===== src/design/zclk_pkg.sv =====
package zclk_pkg;

	// z80 speed mode as requested by the cpu side and as latched on rfsh
	//   2'b00  3.5 MHz
	//   2'b01  7 MHz
	//   2'b1x  14 MHz, lower bit ignored
	typedef logic [1:0] turbo_t;

	localparam turbo_t TURBO_35 = 2'b00;
	localparam turbo_t TURBO_7  = 2'b01;
	localparam turbo_t TURBO_14 = 2'b10;

	// 14 MHz is flagged by the upper bit alone
	function automatic logic turbo_is_14(input turbo_t mode);
		return mode[1];
	endfunction

	// wait level per step of the external io stretch in 14 MHz mode
	// entry k applies while the step counter is at step k
	// the pattern holds the clock for five cycles, then lets single
	// half-periods through so the io cycle runs at roughly 7 MHz pace
	localparam logic IO_WAIT_PATTERN [0:7] = '{
		1'b1,
		1'b1,
		1'b1,
		1'b1,
		1'b1,
		1'b0,
		1'b1,
		1'b0
	};

endpackage


===== src/design/io_wait_gen.sv =====
`timescale 1ns/1ps

module io_wait_gen (
	input  logic             fclk,
	input  logic             rst_n,
	input  logic             iorq_n,
	input  logic             m1_n,
	input  logic             external_port,
	input  logic             zpos,
	input  zclk_pkg::turbo_t int_turbo,
	output logic             io_wait
);

	import zclk_pkg::*;

	// io cycle to an external port, m1 excluded so intack is ignored
	logic       io;
	// io condition as seen at the previous zpos
	logic       io_r;
	logic       io_start;
	// bit 3 marks a running stretch, bits 2:0 are the pattern step
	logic [3:0] step;

	assign io = ~iorq_n & m1_n & external_port;

	always_ff @(posedge fclk or negedge rst_n)
	begin
		if (!rst_n)
			io_r <= 1'b0;
		else if (zpos)
			io_r <= io;
	end

	// rising edge of io on a z80 clock edge, only in 14 MHz mode
	assign io_start = io & ~io_r & zpos & turbo_is_14(int_turbo);

	// load step 0 with the run flag, then walk 8 steps
	// overflow from 4'b1111 clears the run flag
	always_ff @(posedge fclk or negedge rst_n)
	begin
		if (!rst_n)
			step <= 4'd0;
		else if (io_start)
			step <= 4'b1000;
		else if (step[3])
			step <= step + 4'd1;
	end

	// pattern output one cycle behind the step counter
	always_ff @(posedge fclk or negedge rst_n)
	begin
		if (!rst_n)
		begin
			io_wait <= 1'b0;
		end
		else
		begin
			if (step[3])
				io_wait <= IO_WAIT_PATTERN[step[2:0]];
			else
				io_wait <= 1'b0;
		end
	end

endmodule


===== src/design/slot_timer.sv =====
`timescale 1ns/1ps

module slot_timer #(
	// fclk cycles per 7 MHz period, even and at least 4
	parameter int SLOT_LEN = 4
) (
	input  logic fclk,
	input  logic rst_n,
	output logic cbeg,
	output logic pre_cend
);

	localparam int CW = $clog2(SLOT_LEN);

	// wrap point and half-period point of the slot counter
	localparam logic [CW-1:0] LAST = CW'(SLOT_LEN - 1);
	localparam logic [CW-1:0] HALF = CW'(SLOT_LEN / 2);

	logic [CW-1:0] cnt;
	logic [CW-1:0] cnt_nxt;

	// free-running modulo SLOT_LEN
	always_comb
	begin
		if (cnt == LAST)
			cnt_nxt = '0;
		else
			cnt_nxt = cnt + 1'b1;
	end

	// counter parks at the last step in reset
	// so the first clock afterwards lands on 0
	always_ff @(posedge fclk or negedge rst_n)
	begin
		if (!rst_n)
			cnt <= LAST;
		else
			cnt <= cnt_nxt;
	end

	// strobes registered against the next count
	// cbeg is high exactly while cnt is 0, pre_cend while cnt is HALF
	always_ff @(posedge fclk or negedge rst_n)
	begin
		if (!rst_n)
		begin
			cbeg     <= 1'b0;
			pre_cend <= 1'b0;
		end
		else
		begin
			cbeg     <= (cnt_nxt == '0);
			pre_cend <= (cnt_nxt == HALF);
		end
	end

endmodule


===== src/design/zclock.sv =====
`timescale 1ns/1ps

module zclock (
	input  logic             fclk,
	input  logic             rst_n,
	input  logic             rfsh_n,
	input  zclk_pkg::turbo_t turbo,
	input  logic             mem_stall,
	input  logic             io_wait,
	input  logic             cbeg,
	input  logic             pre_cend,
	output logic             zclk_out,
	output logic             zpos,
	output logic             zneg,
	output zclk_pkg::turbo_t int_turbo
);

	import zclk_pkg::*;

	// rfsh_n as sampled on the previous zpos
	logic old_rfsh_n;
	// any reason to hold the z80 clock
	logic stall;
	// free-running half-rate toggle for 14 MHz
	logic clk14_src;
	// selects which pre_cend feeds zpos or zneg at 3.5 MHz
	logic precend_cnt;
	logic h_precend_1;
	logic h_precend_2;
	// phase sources for the active mode
	logic pre_zpos;
	logic pre_zneg;

	// mode switch only at the start of refresh
	// so the cpu never sees a clock change mid-fetch
	always_ff @(posedge fclk or negedge rst_n)
	begin
		if (!rst_n)
		begin
			old_rfsh_n <= 1'b1;
			int_turbo  <= TURBO_35;
		end
		else if (zpos)
		begin
			old_rfsh_n <= rfsh_n;
			if (old_rfsh_n && !rfsh_n)
				int_turbo <= turbo;
		end
	end

	assign stall = mem_stall | io_wait;

	// 14 MHz source, frozen while stalled
	always_ff @(posedge fclk or negedge rst_n)
	begin
		if (!rst_n)
			clk14_src <= 1'b0;
		else if (!stall)
			clk14_src <= ~clk14_src;
	end

	// halve pre_cend for 3.5 MHz
	always_ff @(posedge fclk or negedge rst_n)
	begin
		if (!rst_n)
			precend_cnt <= 1'b0;
		else if (pre_cend)
			precend_cnt <= ~precend_cnt;
	end

	// odd pulses go to zneg, even ones to zpos
	assign h_precend_1 = precend_cnt & pre_cend;
	assign h_precend_2 = ~precend_cnt & pre_cend;

	// phase source mux
	// at 7 MHz pre_cend gives the rising edge and cbeg the falling one
	always_comb
	begin
		if (turbo_is_14(int_turbo))
		begin
			pre_zpos = clk14_src;
			pre_zneg = ~clk14_src;
		end
		else if (int_turbo == TURBO_7)
		begin
			pre_zpos = pre_cend;
			pre_zneg = cbeg;
		end
		else
		begin
			pre_zpos = h_precend_2;
			pre_zneg = h_precend_1;
		end
	end

	// edge strobes, one cycle after the source
	// zpos only while the clock is high, zneg only while low,
	// which keeps the two strictly alternating
	always_ff @(posedge fclk or negedge rst_n)
	begin
		if (!rst_n)
		begin
			zpos <= 1'b0;
			zneg <= 1'b0;
		end
		else
		begin
			zpos <= ~stall & pre_zpos & zclk_out;
			zneg <= ~stall & pre_zneg & ~zclk_out;
		end
	end

	// z80 clock pin, inverted again off-chip
	// updated half an fclk ahead of the strobes' next posedge
	always_ff @(negedge fclk or negedge rst_n)
	begin
		if (!rst_n)
		begin
			zclk_out <= 1'b0;
		end
		else
		begin
			if (zpos)
				zclk_out <= 1'b0;
			if (zneg)
				zclk_out <= 1'b1;
		end
	end

endmodule


===== src/design/zclock_top.sv =====
`timescale 1ns/1ps

module zclock_top #(
	// fclk cycles per 7 MHz slot
	parameter int SLOT_LEN = 4
) (
	input  logic             fclk,
	input  logic             rst_n,
	input  zclk_pkg::turbo_t turbo,
	input  logic             rfsh_n,
	input  logic             iorq_n,
	input  logic             m1_n,
	input  logic             external_port,
	input  logic             mem_stall,
	output logic             zclk_out,
	output logic             zpos,
	output logic             zneg,
	output zclk_pkg::turbo_t int_turbo
);

	// 7 MHz slot strobes, stand-in for the arbiter timing
	logic cbeg;
	logic pre_cend;
	// extra stall from external io in 14 MHz mode
	logic io_wait;

	slot_timer #(
		.SLOT_LEN(SLOT_LEN)
	) i_slot_timer (
		.fclk     (fclk),
		.rst_n    (rst_n),
		.cbeg     (cbeg),
		.pre_cend (pre_cend)
	);

	// samples on zpos and mode from the clock core
	io_wait_gen i_io_wait_gen (
		.fclk          (fclk),
		.rst_n         (rst_n),
		.iorq_n        (iorq_n),
		.m1_n          (m1_n),
		.external_port (external_port),
		.zpos          (zpos),
		.int_turbo     (int_turbo),
		.io_wait       (io_wait)
	);

	zclock i_zclock (
		.fclk      (fclk),
		.rst_n     (rst_n),
		.rfsh_n    (rfsh_n),
		.turbo     (turbo),
		.mem_stall (mem_stall),
		.io_wait   (io_wait),
		.cbeg      (cbeg),
		.pre_cend  (pre_cend),
		.zclk_out  (zclk_out),
		.zpos      (zpos),
		.zneg      (zneg),
		.int_turbo (int_turbo)
	);

endmodule


===== config.mk =====
export PLATFORM = sky130hd
export DESIGN_NAME = zclock_top
export DESIGN_NICKNAME = d
export VERILOG_FILES = /design/src/design/zclk_pkg.sv /design/src/design/io_wait_gen.sv /design/src/design/slot_timer.sv /design/src/design/zclock.sv /design/src/design/zclock_top.sv
export SDC_FILE = /design/constraint.sdc
export NUM_CORES = 1
export LEC_CHECK = 0
export BUFFER_PORTS_ARGS = -buffer_cell sky130_fd_sc_hd__buf_2
export CORE_MARGIN = 4
export CORE_UTILIZATION = 35
export DETAILED_ROUTE_END_ITERATION = 8
export PLACE_DENSITY = 0.54
export SYNTH_ARGS = -nofsm -noshare
export SYNTH_HDL_FRONTEND = slang
export SYNTH_SLANG_ARGS = --single-unit

===== constraint.sdc =====
create_clock -name fclk -period 1.3 [get_ports fclk]
set_input_delay 0.26 -clock fclk [delete_from_list [all_inputs] [get_ports fclk]]
set_output_delay 0.26 -clock fclk [all_outputs]
set_load 0.03 [all_outputs]

==> results.yml <==
outcome:
  outcome: "finished, violations left"
  violations: "setup timing"
floorplan:
  core_um2: 1980
  num_rows: 16
  die_area_um2: 2920
  chipHeight_um: 54.0
  die_x_um: 54.0
  start_util_pct: 37.4
  num_io_pins: 14
synthesis:
  ys.flop_type: "dfrtp_1"
  synth_seq_cells: 18
  yosysTopAreaCell: "dfrtp_1"
  synth_top_area_share_pct: 47.2
  synthArstFlopShare_pct: 100
  syn_area_um2: 742
  synth-edff-count: 0
  synth_area_per_cell_um2: 12.8
  synth_cell_type_count: 21
  syn-num-nets: 71
  yosysSeqAreaShare_pct: 61.2
  synth_warnings: 0
  synth_cells: 58
  synthTopCellsByArea: "dfrtp_1, dfstp_2, ha_1"
layout:
  area.growth.synth_to_final_pct: 28.2
  final_cell_mix: "dfrtp_1, buf_2, nand2_1, buf_4, nor2_1"
  final_common_cell: "dfrtp_1"
  num_antenna_cells: 0
  drive_gt1_share_pct: 39.8
  stdcell_area_um2: 951
  nets: 97
worst_setup_path:
  startpoint_type: "flip-flop"
  path_cells: "buf_6"
  cpPeakStageDelay_ns: 0.42
  crit_fanout: 2
  path_class: "reg -> out"
  arrival_ns: 1.49
  critPathSlowestCell: "dfrtn_1"
  r2r-start: "i_zclock.zclk_out$_DFFE_NN0P_"
  path_depth: 1
  crit_end: "zclk_out"
  ff2ff_path_depth: 4
  cp.required_ns: 1.04
  cp_num_buf_inv: 1
  endpoint_kind: "output port"
  r2r-end: "i_zclock.zneg$_DFF_PN0_"
  r2r_slack_ns: -0.33
  cp-startpoint: "i_zclock.zclk_out$_DFFE_NN0P_"
  cpLargestDelayFamily: "flip-flops"
detailed_routing:
  wl_um: 1160
  dr.pass1.iters: 4
  viasPerCell: 4.35
  wire_per_inst_um: 10.5
  dr_total_vias: 478
  ant_nets: 0
  drtIter0Drc: 1
  drcViolationCount: 0
grt:
  grtUsageTotal_pct: 9.32
  grt_pass1_wl_um: 1900
  grt_antenna_before_repair: 0
  grt_pass1_vias: 458
  grt.overflow.total: 0
  grt_max_degree: 18
timing:
  slew-limit-headroom_pct: 80.1
  drv_slew: 0
  setup_violations: 4
  rsz0062_at_grt: "yes"
  finalHoldViolCount: 0
  fin_worst_skew_ns: 0.00760
  worst_pin_slew_ns: 0.296
  fin_ws_ns: -0.448
power_and_ir_drop:
  vdd_drop_max_uv: 595
  leakagePower_nw: 0.455
  power_density_nw_per_um2: 1390
flow_run:
  cap_violations: 0
placement:
  place_area_um2: 872
  io_buffers: 13
  place_ws_ns: -0.187
  dp_hpwl_um: 825
  gp_congestion: 0.669
clock_tree:
  root_buffer: "clkbuf_4"
  path_clk_slew_ns: 0.10
  cts.sinks: 18
  cts_made_buffers: 3
  cts_tree: "yes"
  htreeDepth: 1
  cts.path.max_buffers: 2
  clk_latency_ns: 0.28
hold_path:
  hold_class: "in -> reg"
-- through the flow --
stage	utilization (%)	hold slack (ns)	power [mW]	TNS, ns	cells
floorplan	-	-0.0356	0.869	-0.848	58
global placement	44.0	0.252	0.970	-0.432	102
detailed placement	44.0	0.245	0.974	-0.449	102
CTS	47.1	0.190	1.33	-0.970	109
global route	48.0	0.193	1.41	-1.26	110
finish	48.0	0.198	1.33	-1.09	110
-- layout make-up --
type,count,area (um^2)
timing repair buffer,21,144
inverter,4,15.0
multi-input combinational,36,277
fill,190,1030
clock buffer,4,26.3
tap,27,33.8
sequential,18,455
-- what timing repair did --
action,CTS,global route
buffers inserted,2,1
cloned,0,0
gates resized for setup,4,4
hold buffers,1,0
hold endpoints to repair,14,0
setup endpoints to repair,4,5
-- cell families (layout without fill, tap and decap cells) --
kind of cell | Yosys count | in the layout | synth area share (%)
XOR/XNOR | 4 | 4 | 4.72
AND/OR/NAND/NOR | 17 | 17 | 13.3
buffers and inverters | 4 | 29 | 2.02
adder cells (fa/ha/maj) | 4 | 4 | 6.75
multiplexers | 4 | 4 | 5.90
AO/OA/AOI/OAI | 7 | 7 | 6.07
flip-flops | 18 | 18 | 61.2
-- state kept, by name (all words and copies together) (netlist names) --
| name | count |
|---|---|
| i_zclock.zneg | 1 |
| i_zclock.clk14_src | 1 |
| i_zclock.int_turbo | 2 |
| i_slot_timer.cbeg | 1 |
| i_zclock.zpos | 1 |
| i_zclock.zclk_out | 1 |
| i_zclock.old_rfsh_n | 1 |
| i_slot_timer.cnt | 2 |
| i_io_wait_gen.step | 4 |
| i_slot_timer.pre_cend | 1 |
| i_zclock.precend_cnt | 1 |
| i_io_wait_gen.io_wait | 1 |
| i_io_wait_gen.io_r | 1 |
-- per-layer routing --
metal	GRT usage (%)	vias up	wire, um
met5	0	-	0
met4	4.98	0	13
met3	2.77	2	82
met2	15.3	14	576
met1	10.8	220	486
li1	-	242	-
-- power breakdown --
part	total [mW]	internal [mW]	leakage [nW]	switching, mW
clock	0.278	0.119	0.0150	0.159
sequential	0.710	0.650	0.222	0.0599
combinational	0.338	0.187	0.218	0.151
total	1.33	0.956	0.455	0.370
-- synthesized netlist by cell type, types with 2 or more instances --
cell type,n
xor2_1,3
nand3b_1,2
nor2_1,5
mux2_2,3
dfrtp_1,14
a21oi_1,2
ha_1,4
a21o_1,2
inv_1,4
nand2_1,6
dfstp_2,3
-- worst min path at each step --
stage | startpoint | end | slack (ns) | cells past startpoint
5_1_grt | turbo[0] | i_zclock.int_turbo[0]$_DFFE_PN0P_ | 0.19 | 2
6_report | turbo[1] | i_zclock.int_turbo[1]$_DFFE_PN0P_ | 0.20 | 2
3_5_place_dp | rst_n | i_io_wait_gen.io_wait$_DFF_PN0_ | 0.25 | 2
4_1_cts | turbo[1] | i_zclock.int_turbo[1]$_DFFE_PN0P_ | 0.19 | 2
2_1_floorplan | rst_n | i_io_wait_gen.io_r$_DFFE_PN0P_ | -0.04 | 0
3_3_place_gp | rst_n | i_io_wait_gen.io_r$_DFFE_PN0P_ | 0.25 | 2
-- worst register-to-register path, stage by stage (launching register included) --
cell and delay, ns:
dfrtn_1 0.35, buf_4 0.13, buf_4 0.12, buf_6 0.11, and4b_1 0.22
Note: power is estimated with default switching activity, not from simulation.
